===== src/source/cmd_engine_pkg.sv =====
// shared definitions of the command engine
// datapath widths, opcodes, command and result words
// apb request and response structs, register map
package cmd_engine_pkg;

    // datapath widths
    localparam int unsigned OPERAND_W = 12;
    localparam int unsigned RESULT_W  = 24;
    localparam int unsigned TAG_W     = 8;

    // operations of the execute stage
    // codes 5 to 7 are not defined
    typedef enum logic [2:0] {
        OP_ADD = 3'd0,
        OP_SUB = 3'd1,
        OP_MUL = 3'd2,
        OP_XOR = 3'd3,
        OP_MAX = 3'd4
    } opcode_e;

    // one queued command, 35 bits
    typedef struct packed {
        opcode_e              opcode;
        logic [TAG_W-1:0]     tag;
        logic [OPERAND_W-1:0] a;
        logic [OPERAND_W-1:0] b;
    } cmd_t;

    // tagged result, laid out like the RESULT read word
    typedef struct packed {
        logic [TAG_W-1:0]    tag;
        logic [RESULT_W-1:0] value;
    } result_t;

    // host to slave
    typedef struct packed {
        logic        psel;
        logic        penable;
        logic        pwrite;
        logic [7:0]  paddr;
        logic [31:0] pwdata;
    } apb_req_t;

    // slave to host
    typedef struct packed {
        logic [31:0] prdata;
        logic        pready;
        logic        pslverr;
    } apb_resp_t;

    // register map
    localparam logic [7:0] ADDR_OPERANDS = 8'h00;
    localparam logic [7:0] ADDR_CMD      = 8'h04;
    localparam logic [7:0] ADDR_RESULT   = 8'h08;
    localparam logic [7:0] ADDR_STATUS   = 8'h0C;
    localparam logic [7:0] ADDR_CTRL     = 8'h10;

endpackage

===== src/source/cmd_engine_top.sv =====
// top level of the command engine
// apb port, command queue, execute stage and result queue
`timescale 1ns/100ps

module cmd_engine_top
    import cmd_engine_pkg::*;
#(
    parameter int unsigned CMD_DEPTH = 4,
    parameter int unsigned RES_DEPTH = 4
) (
    input  logic      clk_i,
    input  logic      rst_i,
    input  apb_req_t  apb_req_i,
    output apb_resp_t apb_resp_o
);

    // usage widths of the two queues
    localparam int unsigned CMD_AW = (CMD_DEPTH > 1) ? $clog2(CMD_DEPTH) : 1;
    localparam int unsigned RES_AW = (RES_DEPTH > 1) ? $clog2(RES_DEPTH) : 1;

    // command path
    logic              cmd_push;
    cmd_t              cmd_in;
    logic              cmd_full;
    logic              cmd_empty;
    cmd_t              cmd_head;
    logic              cmd_pop;
    logic [CMD_AW-1:0] cmd_usage_raw;
    logic [3:0]        cmd_usage;

    // result path
    logic              res_push;
    result_t           res_in;
    logic              res_full;
    logic              res_empty;
    result_t           res_head;
    logic              res_pop;
    logic [RES_AW-1:0] res_usage_raw;
    logic [3:0]        res_usage;

    logic              flush;

    // usage fields in STATUS are 4 bits wide
    assign cmd_usage = 4'(cmd_usage_raw);
    assign res_usage = 4'(res_usage_raw);

    apb_cmd_port u_apb_port (
        .clk_i       (clk_i),
        .rst_i       (rst_i),
        .apb_req_i   (apb_req_i),
        .cmd_full_i  (cmd_full),
        .cmd_empty_i (cmd_empty),
        .res_full_i  (res_full),
        .res_empty_i (res_empty),
        .cmd_usage_i (cmd_usage),
        .res_usage_i (res_usage),
        .res_data_i  (res_head),
        .apb_resp_o  (apb_resp_o),
        .cmd_push_o  (cmd_push),
        .cmd_data_o  (cmd_in),
        .res_pop_o   (res_pop),
        .flush_o     (flush)
    );

    fifo_v3 #(
        .FALL_THROUGH (1'b0),
        .DEPTH        (CMD_DEPTH),
        .dtype        (cmd_t)
    ) u_cmd_fifo (
        .clk_i   (clk_i),
        .rst_i   (rst_i),
        .flush_i (flush),
        .push_i  (cmd_push),
        .data_i  (cmd_in),
        .full_o  (cmd_full),
        .empty_o (cmd_empty),
        .usage_o (cmd_usage_raw),
        .data_o  (cmd_head),
        .pop_i   (cmd_pop)
    );

    cmd_exec_stage u_exec_stage (
        .clk_i       (clk_i),
        .rst_i       (rst_i),
        .flush_i     (flush),
        .cmd_data_i  (cmd_head),
        .cmd_empty_i (cmd_empty),
        .cmd_pop_o   (cmd_pop),
        .res_data_o  (res_in),
        .res_push_o  (res_push),
        .res_full_i  (res_full)
    );

    fifo_v3 #(
        .FALL_THROUGH (1'b0),
        .DEPTH        (RES_DEPTH),
        .dtype        (result_t)
    ) u_res_fifo (
        .clk_i   (clk_i),
        .rst_i   (rst_i),
        .flush_i (flush),
        .push_i  (res_push),
        .data_i  (res_in),
        .full_o  (res_full),
        .empty_o (res_empty),
        .usage_o (res_usage_raw),
        .data_o  (res_head),
        .pop_i   (res_pop)
    );

endmodule


===== src/source/cmd_exec_stage.sv =====
// execute stage between the command and result queues
// opcode decode and arithmetic at result width
// one holding register with valid flag and back-pressure
`timescale 1ns/100ps

module cmd_exec_stage
    import cmd_engine_pkg::*;
(
    input  logic    clk_i,
    input  logic    rst_i,
    input  logic    flush_i,
    input  cmd_t    cmd_data_i,
    input  logic    cmd_empty_i,
    output logic    cmd_pop_o,
    output result_t res_data_o,
    output logic    res_push_o,
    input  logic    res_full_i
);

    logic [RESULT_W-1:0] a_ext;
    logic [RESULT_W-1:0] b_ext;
    logic [RESULT_W-1:0] value;
    logic                hold_valid_q;
    result_t             hold_q;

    // holding register drains whenever the result queue has room
    assign res_push_o = hold_valid_q && !res_full_i;

    // take the next command if the holding register is free
    // or empties on this same edge
    // no pop during flush so that nothing survives it
    assign cmd_pop_o = !flush_i && !cmd_empty_i && (!hold_valid_q || res_push_o);

    assign res_data_o = hold_q;

    // operands zero-extended to the result width
    assign a_ext = RESULT_W'(cmd_data_i.a);
    assign b_ext = RESULT_W'(cmd_data_i.b);

    always_comb begin
        case (cmd_data_i.opcode)
            OP_ADD: value = a_ext + b_ext;
            // wraps modulo 2**24
            OP_SUB: value = a_ext - b_ext;
            // 12 x 12 bits fits in 24 without loss
            OP_MUL: value = a_ext * b_ext;
            OP_XOR: value = a_ext ^ b_ext;
            // unsigned compare
            OP_MAX: value = (a_ext > b_ext) ? a_ext : b_ext;
            default: value = '0;
        endcase
    end

    // valid flag of the holding register
    always_ff @(posedge clk_i or posedge rst_i) begin
        if (rst_i) begin
            hold_valid_q <= 1'b0;
        end else if (flush_i) begin
            hold_valid_q <= 1'b0;
        end else if (cmd_pop_o) begin
            hold_valid_q <= 1'b1;
        end else if (res_push_o) begin
            hold_valid_q <= 1'b0;
        end
    end

    // result and tag captured one cycle after the pop
    always_ff @(posedge clk_i) begin
        if (cmd_pop_o) begin
            hold_q.tag   <= cmd_data_i.tag;
            hold_q.value <= value;
        end
    end

    // a stalled result stays put until the queue takes it
    stall_holds_result: assert property (@(posedge clk_i) disable iff (rst_i)
        hold_valid_q && res_full_i && !flush_i |=> hold_valid_q && $stable(hold_q))
        else $error("held result lost during stall");

endmodule


===== src/source/apb_cmd_port.sv =====
// apb slave of the command engine
// operand register, register map decode, opcode check
// wait states on a full command queue, push/pop/flush strobes
`timescale 1ns/100ps

module apb_cmd_port
    import cmd_engine_pkg::*;
(
    input  logic      clk_i,
    input  logic      rst_i,
    input  apb_req_t  apb_req_i,
    input  logic      cmd_full_i,
    input  logic      cmd_empty_i,
    input  logic      res_full_i,
    input  logic      res_empty_i,
    input  logic [3:0] cmd_usage_i,
    input  logic [3:0] res_usage_i,
    input  result_t   res_data_i,
    output apb_resp_t apb_resp_o,
    output logic      cmd_push_o,
    output cmd_t      cmd_data_o,
    output logic      res_pop_o,
    output logic      flush_o
);

    logic                 access;
    logic                 op_valid;
    logic                 opnd_we;
    logic                 pready;
    logic                 err;
    logic [31:0]          rdata;
    logic [31:0]          status_word;
    opcode_e              wr_opcode;
    logic [OPERAND_W-1:0] opa_q;
    logic [OPERAND_W-1:0] opb_q;

    // access phase of a transfer
    assign access    = apb_req_i.psel && apb_req_i.penable;
    assign wr_opcode = opcode_e'(apb_req_i.pwdata[2:0]);

    // only the five defined codes are accepted
    always_comb begin
        case (wr_opcode)
            OP_ADD, OP_SUB, OP_MUL, OP_XOR, OP_MAX: op_valid = 1'b1;
            default: op_valid = 1'b0;
        endcase
    end

    // command word from the CMD write and the stored operands
    always_comb begin
        cmd_data_o.opcode = wr_opcode;
        cmd_data_o.tag    = apb_req_i.pwdata[15:8];
        cmd_data_o.a      = opa_q;
        cmd_data_o.b      = opb_q;
    end

    // queue flags in the low nibble, usage counts above
    assign status_word = {12'b0, res_usage_i, 4'b0, cmd_usage_i,
                          4'b0, res_full_i, res_empty_i, cmd_full_i, cmd_empty_i};

    always_comb begin
        pready     = 1'b0;
        err        = 1'b0;
        rdata      = '0;
        opnd_we    = 1'b0;
        cmd_push_o = 1'b0;
        res_pop_o  = 1'b0;
        flush_o    = 1'b0;
        if (access) begin
            // zero wait states unless a push has to wait for room
            pready = 1'b1;
            case (apb_req_i.paddr)
                ADDR_OPERANDS: begin
                    if (apb_req_i.pwrite) begin
                        opnd_we = 1'b1;
                    end else begin
                        rdata = {4'b0, opb_q, 4'b0, opa_q};
                    end
                end
                ADDR_CMD: begin
                    if (!apb_req_i.pwrite || !op_valid) begin
                        err = 1'b1;
                    end else if (cmd_full_i) begin
                        // hold the host until the queue drains
                        pready = 1'b0;
                    end else begin
                        cmd_push_o = 1'b1;
                    end
                end
                ADDR_RESULT: begin
                    // empty read returns 0 and leaves the queue alone
                    if (apb_req_i.pwrite || res_empty_i) begin
                        err = 1'b1;
                    end else begin
                        rdata     = res_data_i;
                        res_pop_o = 1'b1;
                    end
                end
                ADDR_STATUS: begin
                    if (apb_req_i.pwrite) begin
                        err = 1'b1;
                    end else begin
                        rdata = status_word;
                    end
                end
                ADDR_CTRL: begin
                    if (!apb_req_i.pwrite) begin
                        err = 1'b1;
                    end else begin
                        flush_o = apb_req_i.pwdata[0];
                    end
                end
                default: err = 1'b1;
            endcase
        end
    end

    assign apb_resp_o.prdata  = rdata;
    assign apb_resp_o.pready  = pready;
    assign apb_resp_o.pslverr = pready && err;

    // b in bits 27:16, a in bits 11:0
    always_ff @(posedge clk_i or posedge rst_i) begin
        if (rst_i) begin
            opa_q <= '0;
            opb_q <= '0;
        end else if (opnd_we) begin
            opa_q <= apb_req_i.pwdata[OPERAND_W-1:0];
            opb_q <= apb_req_i.pwdata[16 +: OPERAND_W];
        end
    end

    // a completing transfer is in its access phase and came from a setup cycle
    pready_in_access: assert property (@(posedge clk_i) disable iff (rst_i)
        apb_resp_o.pready |-> access && $past(apb_req_i.psel))
        else $error("pready outside of an access cycle");

endmodule


===== src/source/fifo_v3.sv =====
// first-in first-out queue on a circular buffer
// flush, full/empty flags and usage count
// optional fall-through of the head when empty
// checks against push while full and pop while empty
`timescale 1ns/100ps

module fifo_v3 #(
    // head bypasses storage when the queue is empty
    parameter bit          FALL_THROUGH = 1'b0,
    // number of entries, at least 1
    parameter int unsigned DEPTH        = 8,
    parameter type         dtype        = logic [31:0],
    // pointer width, follows from DEPTH
    localparam int unsigned ADDR_DEPTH  = (DEPTH > 1) ? $clog2(DEPTH) : 1
) (
    input  logic                  clk_i,
    input  logic                  rst_i,
    input  logic                  flush_i,
    input  logic                  push_i,
    input  dtype                  data_i,
    output logic                  full_o,
    output logic                  empty_o,
    output logic [ADDR_DEPTH-1:0] usage_o,
    output dtype                  data_o,
    input  logic                  pop_i
);

    // last valid pointer value before wrapping
    localparam logic [ADDR_DEPTH-1:0] LAST_PTR = ADDR_DEPTH'(DEPTH - 1);

    logic [ADDR_DEPTH-1:0] rd_ptr_q;
    logic [ADDR_DEPTH-1:0] rd_ptr_n;
    logic [ADDR_DEPTH-1:0] wr_ptr_q;
    logic [ADDR_DEPTH-1:0] wr_ptr_n;
    // one bit wider than the pointers so that full is representable
    logic [ADDR_DEPTH:0]   cnt_q;
    logic [ADDR_DEPTH:0]   cnt_n;
    logic                  do_push;
    logic                  do_pop;
    // storage
    dtype                  mem_q [DEPTH];

    // usage wraps to 0 at full, the full flag tells the two apart
    assign usage_o = cnt_q[ADDR_DEPTH-1:0];
    assign full_o  = (cnt_q == (ADDR_DEPTH + 1)'(DEPTH));
    // in fall-through mode a push into an empty queue is visible at once
    assign empty_o = (cnt_q == '0) && !(FALL_THROUGH && push_i);

    assign do_push = push_i && !full_o;
    assign do_pop  = pop_i && !empty_o;

    always_comb begin
        rd_ptr_n = rd_ptr_q;
        wr_ptr_n = wr_ptr_q;
        cnt_n    = cnt_q;
        data_o   = mem_q[rd_ptr_q];

        // advance write side
        if (do_push) begin
            if (wr_ptr_q == LAST_PTR) begin
                wr_ptr_n = '0;
            end else begin
                wr_ptr_n = wr_ptr_q + 1'b1;
            end
            cnt_n = cnt_q + 1'b1;
        end

        // advance read side
        if (do_pop) begin
            if (rd_ptr_q == LAST_PTR) begin
                rd_ptr_n = '0;
            end else begin
                rd_ptr_n = rd_ptr_q + 1'b1;
            end
            cnt_n = cnt_q - 1'b1;
        end

        // push and pop together leave the count alone
        if (do_push && do_pop) begin
            cnt_n = cnt_q;
        end

        // bypass: the pushed word leaves straight away
        if (FALL_THROUGH && (cnt_q == '0) && push_i) begin
            data_o = data_i;
            if (pop_i) begin
                cnt_n    = cnt_q;
                rd_ptr_n = rd_ptr_q;
                wr_ptr_n = wr_ptr_q;
            end
        end
    end

    // pointers and count
    always_ff @(posedge clk_i or posedge rst_i) begin
        if (rst_i) begin
            rd_ptr_q <= '0;
            wr_ptr_q <= '0;
            cnt_q    <= '0;
        end else if (flush_i) begin
            rd_ptr_q <= '0;
            wr_ptr_q <= '0;
            cnt_q    <= '0;
        end else begin
            rd_ptr_q <= rd_ptr_n;
            wr_ptr_q <= wr_ptr_n;
            cnt_q    <= cnt_n;
        end
    end

    // entry written only on an accepted push
    always_ff @(posedge clk_i) begin
        if (do_push) begin
            mem_q[wr_ptr_q] <= data_i;
        end
    end

    // the producer must respect full
    full_write: assert property (@(posedge clk_i) disable iff (rst_i)
        full_o |-> !push_i)
        else $error("push into full queue");

    // the consumer must respect empty
    empty_read: assert property (@(posedge clk_i) disable iff (rst_i)
        empty_o |-> !pop_i)
        else $error("pop from empty queue");

endmodule


===== config.mk =====
export PLATFORM = sky130hd
export DESIGN_NAME = cmd_engine_top
export DESIGN_NICKNAME = d
export VERILOG_FILES = /design/src/source/cmd_engine_pkg.sv /design/src/source/cmd_engine_top.sv /design/src/source/cmd_exec_stage.sv /design/src/source/apb_cmd_port.sv /design/src/source/fifo_v3.sv
export SDC_FILE = /design/constraint.sdc
export NUM_CORES = 1
export LEC_CHECK = 0
export BUFFER_PORTS_ARGS = -buffer_cell sky130_fd_sc_hd__buf_4
export CORE_MARGIN = 4
export CORE_UTILIZATION = 50
export CTS_CLUSTER_DIAMETER = 30
export DETAILED_ROUTE_END_ITERATION = 8
export HOLD_SLACK_MARGIN = 0.05
export PLACE_DENSITY = 0.67
export SYNTH_ARGS = -nofsm -noshare
export SYNTH_HDL_FRONTEND = slang
export SYNTH_SLANG_ARGS = --single-unit

===== constraint.sdc =====
create_clock -name clk_i -period 8.2 [get_ports clk_i]
set_clock_uncertainty 0.2 [all_clocks]
set_input_delay 1.64 -clock clk_i [delete_from_list [all_inputs] [get_ports clk_i]]
set_output_delay 1.64 -clock clk_i [all_outputs]
set_load 0.02 [all_outputs]

; ---- Yosys cells after proc, flatten, opt, wreduce, memory -nomap -nowiden
; Memory sizes are Yosys's and may differ from the RTL's.
; Index checks and enable logic that the tools add are counted.
[word_totals]
mem_bits_rw = 268
regBits = 71
out_inout_bits = 34
mem_count = 2
mem_bits_ro = 0
latchBits = 0
[memory_table]
columns = name, words, word_bits, rd, rd_ports_with_merged_regs, wr, line
row1 = u_cmd_fifo.mem_q, 4, 35, 1, 0, 1, fifo_v3.sv:41  ; dtype mem_q [DEPTH];
row2 = u_res_fifo.mem_q, 4, 32, 1, 0, 1, fifo_v3.sv:41
[classes]
div = 0
n_mul = 1
n_bitwise = 1
shifts = 0
eq_ne = 20
magnitude_cmp = 1
muxes = 56
addsub = 10
n_reduce_logical = 37
[op_table]
columns = cell, n
row1 = one-hot mux 24 bit (5 select lines), 1
row2 = one-hot mux 32 bit (3 select lines), 1
row3 = two-way mux 32 bit, 2
row4 = two-way mux 1 bit, 28
row5 = two-way mux 28 bit, 1
row6 = multiplier 12 x 12 -> 24 bit, 1
row7 = two-way mux 2 bit, 12
row8 = two-way mux 3 bit, 8
row9 = two-way mux 18 bit, 1
row10 = equality test 8 x 4 -> 1 bit (second input constant), 2
row11 = adder 12 x 12 -> 13 bit, 1
row12 = subtractor 12 x 12 -> 13 bit, 1
row13 = equality test 3 x 2 -> 1 bit (second input constant), 4
row14 = equality test 3 bit (second input constant), 4
row15 = greater-than comparator 12 bit, 1
row16 = zero test 3 bit, 4
row17 = two-way mux 12 bit, 1
row18 = XOR 12 bit, 1
row19 = logical AND 1 bit, 11
row20 = nonzero test 3 bit, 3
row21 = adder 2 x 1 -> 2 bit (second input constant), 4
row22 = equality test 2 bit (second input constant), 4
row23 = equality test 8 x 3 -> 1 bit (second input constant), 1
row24 = equality test 8 x 5 -> 1 bit (second input constant), 1
row25 = 12 further kinds, 28

; ---- Logic depth before layout (Yosys ltp)
[depth]
word_depth = 13
depth_mapped = 24

; ---- Modules after synthesis
; From an unflattened synthesis, not the netlist that was laid out.
[unflattened]
hier_cells = 1537
area_unflattened_um2 = 20116.8
[modules_own_cells]
columns = module, area_each_um2, seq_area_each_um2, n_inst, cells_each
row1 = cmd_exec_stage, 7517.2, 985.9, 1, 877
row2 = fifo_v3 at u_cmd_fifo, 5601.6, 4379.2, 1, 242
row3 = fifo_v3 at u_res_fifo, 5216.3, 4018.9, 1, 231
row4 = apb_cmd_port, 1778.0, 600.6, 1, 186
row5 = cmd_engine_top, 3.8, 0.0, 1, 1

; ---- Least setup slack after synthesis
; Ideal clock, no wire load.
[synth_timing]
path_kind = register to register
startpoint = register u_cmd_fifo.rd_ptr_q[0]
endpoint = register u_exec_stage.hold_q, in the netlist u_exec_stage.res_data_o[21], data pin
path_stages_with_launch = 22
t_required_ns = 7.730
t_arrival_ns = 6.020
path_slack_ns = 1.711
path_cell_list = dfrtp_1 > buf_2 > buf_2 > mux4_2 > buf_2 > ha_1 > inv_1 > fa_1 > fa_1 > fa_1 > inv_1 > fa_1 > inv_1 > fa_1 > inv_1 > ha_1 > a21o_1 > a221oi_1 > a21oi_1 > o311ai_0 > and3b_1 > o31ai_1
[synth_via]
elab_chain_len = 3
[synth_rtl]
columns = element, line
row1 = from (decl), fifo_v3.sv:31  ; logic [ADDR_DEPTH-1:0] rd_ptr_q;
row2 = from (signal assigned), fifo_v3.sv:105  ; rd_ptr_q <= rd_ptr_n;
row3 = memory read (4 x 35 bit) (*), n/a
row4 = "multiplier 12 x 12 -> 24 bit, or another cell as far along", cmd_exec_stage.sv:46  ; OP_MUL: value = a_ext * b_ext;
row5 = one-hot mux 24 bit (5 select lines) (*), cmd_exec_stage.sv:41  ; case (cmd_data_i.opcode)
row6 = net u_exec_stage.value[21], cmd_exec_stage.sv:22  ; logic [RESULT_W-1:0] value;
row7 = to (decl), cmd_exec_stage.sv:24  ; result_t hold_q;
; Mark *: on every way through the listed nets, which the timed path passes. The rest lies on a longest branch.
; A chain may end at the register's enable or synchronous reset.

; ---- Worst setup path after layout
[layout_timing]
startpoint = register u_cmd_fifo.rd_ptr_q[0]
endpoint = register u_exec_stage.hold_q, in the netlist u_exec_stage.res_data_o[22], data pin
; The elaborated chain is that of the path after synthesis.

==> flow_summary_export.csv <==
group,metric,value,unit
sta,rsz0062_at_grt,"no",
synth,syn_inst,1486,
die,rows,72,
clock_tree,cts_root_buf,"clkbuf_16",
clock_tree,cts.repair.resized,0,
synth,synth_area_leader_cell,"edfxtp_1",
pwr,powerDensity,399,nW/um^2
worst_setup_path,critPathTopFamily,"adder cells",
sta,worst_pin_slew,1.01,ns
synth,syn_avg_cell_area,13.2,sq um
grt,grt_pass1_vias,12857,
grt,grt.total_usage,23.7,%
synth,yosysMostFrequentCell,"edfxtp_1",
clock_tree,clockBufferDepth,3,
sta,timing.final.ws_setup,1.27,ns
worst_setup_path,end_kind,"flip-flop",
worst_setup_path,crit_buf_inv,3,
drt,drc_errors,0,
sta,relSlewSlack,32.6,%
synth,syn-num-nets,1731,
placement,place_ws,1.24,ns
min_path,hp-class,"reg2reg",
die,die_w,206,um
die,core,38700,sq um
die,die_area,42500,sq um
placement,place_area,20700,sq um
drt,drt_iter0_drc,1056,
placement,dp_hpwl,34200,um
sta,finalHoldViolCount,0,
synth,netlist_area,19700,sq um
cells_and_area,area_delta_synth_final,16.9,%
drt,drt-pass1-iter-count,5,
sta,fmax,144,MHz
synth,synth_seq_area_share,50.8,%
clock_tree,post_cts_buffers,0,
worst_setup_path,arrival,6.99,ns
clock_tree,clk_pin_slew,0.05,ns
sta,setup_tns,0,ns
synth,synthArstFlopShare,11.5,%
synth,synth-seq-cells,339,
pwr,vdd_drop_max,0.237,mV
worst_setup_path,critPathSlowestCell,"mux4_2",
cells_and_area,post-route-cell-area,23000,sq um
synth,synthDistinctLibCells,77,
placement,place_inst,2028,
pwr,p_leak,9.40,nW
synth,ys_top_cells_by_count,"300 x edfxtp_1, 168 x inv_1, 120 x nand2_1, 104 x fa_1, 96 x ha_1",
clock_tree,tritoncts,"done",
die,initial_core_util,50.7,%
synth,synth_edf_count,300,
sta,report.final.slew_viol_count,0,
drt,wire_per_inst,22.9,um
die,ios,79,
cells_and_area,nNetsFinal,1823,
synth,ys.flop_type,"edfxtp_1",
grt,grt_pass1_wl,75500,um
worst_setup_path,worstPathCellList,"buf_4 > mux4_2 > ha_1 > fa_1 > fa_1 > fa_1 > fa_1 > inv_1 > fa_1 > inv_1 > ha_1 > a21oi_1 > nand2_1 > a31oi_1 > nor2_1 > a221oi_1 > xor2_1 > o21ai_0",
clock_tree,hold_buffers,0,
grt,grt_start_max_net_pins,40,
cells_and_area,finalNonFillerCells,2146,
die,die_y,206,um
clock_tree,cts_made_buffers,66,
placement,gp_congestion,0.911,
synth,synth_top_area_share,45.8,%
cells_and_area,antenna_cells,0,
drt,ant_nets,0,
worst_setup_path,worst_setup_path_start_kind,"flip-flop",
placement,portBuffers,74,
sta,final.min_clock_period,6.93,ns
synth,ys_warn_count,0,
worst_setup_path,required,8.25,ns
drt,wl,49200,um
sta,setup_violations,0,
worst_setup_path,worstSetupPathType,"reg2reg",
drt,via_per_inst,5.82,
clock_tree,cts_max_level,3,
status,outcome,"finished clean",
worst_setup_path,slowest_delay,0.71,ns
clock_tree,worstSkewPairLatency,0.56,ns
clock_tree,clock-sinks,339,
cells_and_area,drive_gt1_share,20.0,%
grt,antenna_found_initial,2,
worst_setup_path,path_common_cell,"fa_1",
flow_run,max-cap-violations,0,
synth,synth_area_leaders,"edfxtp_1 46%, fa_1 11%, mux4_2 7.6%",
sta,fin_crit_sh,84.5,%
worst_setup_path,critPathMaxFanout,14,
grt,grt-ovfl-total,0,
drt,dr_total_vias,12491,
==> logic make-up after synthesis <==
family	Yosys count	share of synthesized area, %
flip-flops	339	50.8
XOR/XNOR	28	1.32
multiplexers	115	10.2
buffers and inverters	241	5.00
AO/OA/AOI/OAI	204	6.93
AND/OR/NAND/NOR	359	9.00
adder cells (fa/ha/maj)	200	16.7
==> final timing paths <==
path / end / slack [ns] / depth (start not counted) / startpoint
max: u_exec_stage.res_data_o[22]$_DFFE_PP_ / 1.27 / 18 / u_cmd_fifo.rd_ptr_q[0]$_DFFE_PP0P_
min: u_res_fifo.mem_q[3][10]$_DFFE_PP_ / 0.28 / 0 / u_exec_stage.res_data_o[10]$_DFFE_PP_
max reg2reg: u_exec_stage.res_data_o[22]$_DFFE_PP_ / 1.27 / 18 / u_cmd_fifo.rd_ptr_q[0]$_DFFE_PP0P_
min reg2reg: u_res_fifo.mem_q[3][10]$_DFFE_PP_ / 0.28 / 0 / u_exec_stage.res_data_o[10]$_DFFE_PP_
max in group asynchronous: u_cmd_fifo.rd_ptr_q[0]$_DFFE_PP0P_ / 6.38 / 3 / rst_i
min in group asynchronous: u_cmd_fifo.wr_ptr_q[1]$_DFFE_PP0P_ / 1.00 / 3 / rst_i
==> cell type report <==
class                           instances  area [sq um]
Tap cell                              518           648
Fill cell                            3023         15800
Multi-Input combinational cell        906          8690
Sequential cell                       339          9990
Timing Repair Buffer                   96           721
Clock inverter                         34           522
Inverter                              169           634
Clock buffer                           84          1780
==> worst register-to-register path, delay by kind of cell, from the launching register on <==
family	cells	cell delay, ns
fa+ha+maj	7	3.19
buf+inv	3	0.38
flops	1	0.65
compound gates	4	1.13
simple gates	2	0.23
xor+xnor	1	0.17
mux	1	0.71
==> where the power goes <==
| part | switching [W] | internal, W |
|---|---|---|
| Combinational | 0.00239 | 0.00133 |
| Clock | 0.000871 | 0.00189 |
| Sequential | 0.000216 | 0.00248 |
| Total | 0.00347 | 0.00569 |
==> per-layer routing <==
| metal | vias up | part of all wire [%] | wire (um) | track usage (%) |
|---|---|---|---|---|
| li1 | 5547 | - | - | - |
| met1 | 6329 | 41 | 20000 | 32.3 |
| met2 | 511 | 47 | 22900 | 36.2 |
| met3 | 104 | 9.5 | 4690 | 7.25 |
| met4 | 0 | 3.3 | 1610 | 8.96 |
| met5 | - | 0 | 0 | 0 |
==> sequential cells by signal, summed over array words and instances (netlist names), 2 cells and up <==
name,cells
u_cmd_fifo.mem_q,140
u_res_fifo.mem_q,128
u_exec_stage.res_data_o,32
u_apb_port.opa_q,12
u_apb_port.opb_q,12
u_cmd_fifo.cnt_q,3
u_res_fifo.cnt_q,3
u_cmd_fifo.rd_ptr_q,2
u_cmd_fifo.wr_ptr_q,2
u_res_fifo.rd_ptr_q,2
u_res_fifo.wr_ptr_q,2
==> per-stage QoR <==
step | total power (W) | hold WS, ns | util (%)
after floorplan | 0.00522 | 0.259 | -
after global placement | 0.00631 | 0.268 | 53.4
after detailed placement | 0.00640 | 0.284 | 53.4
after CTS | 0.00920 | 0.272 | 59.3
after global routing | 0.00972 | 0.290 | 59.3
final | 0.00917 | 0.279 | 59.3
==> cells in the final DEF, fill, tap and decap left out, drive strengths merged, types with 27 or more instances in the layout <==
cell    count
edfxtp    300
nand2     121
o21ai      46
fa        104
a21oi      49
and2       55
ha         96
clkbuf     84
mux2       27
nor2       89
inv       172
dfrtp      39
mux4       66
buf        96
(Power assumes the default switching activity.)
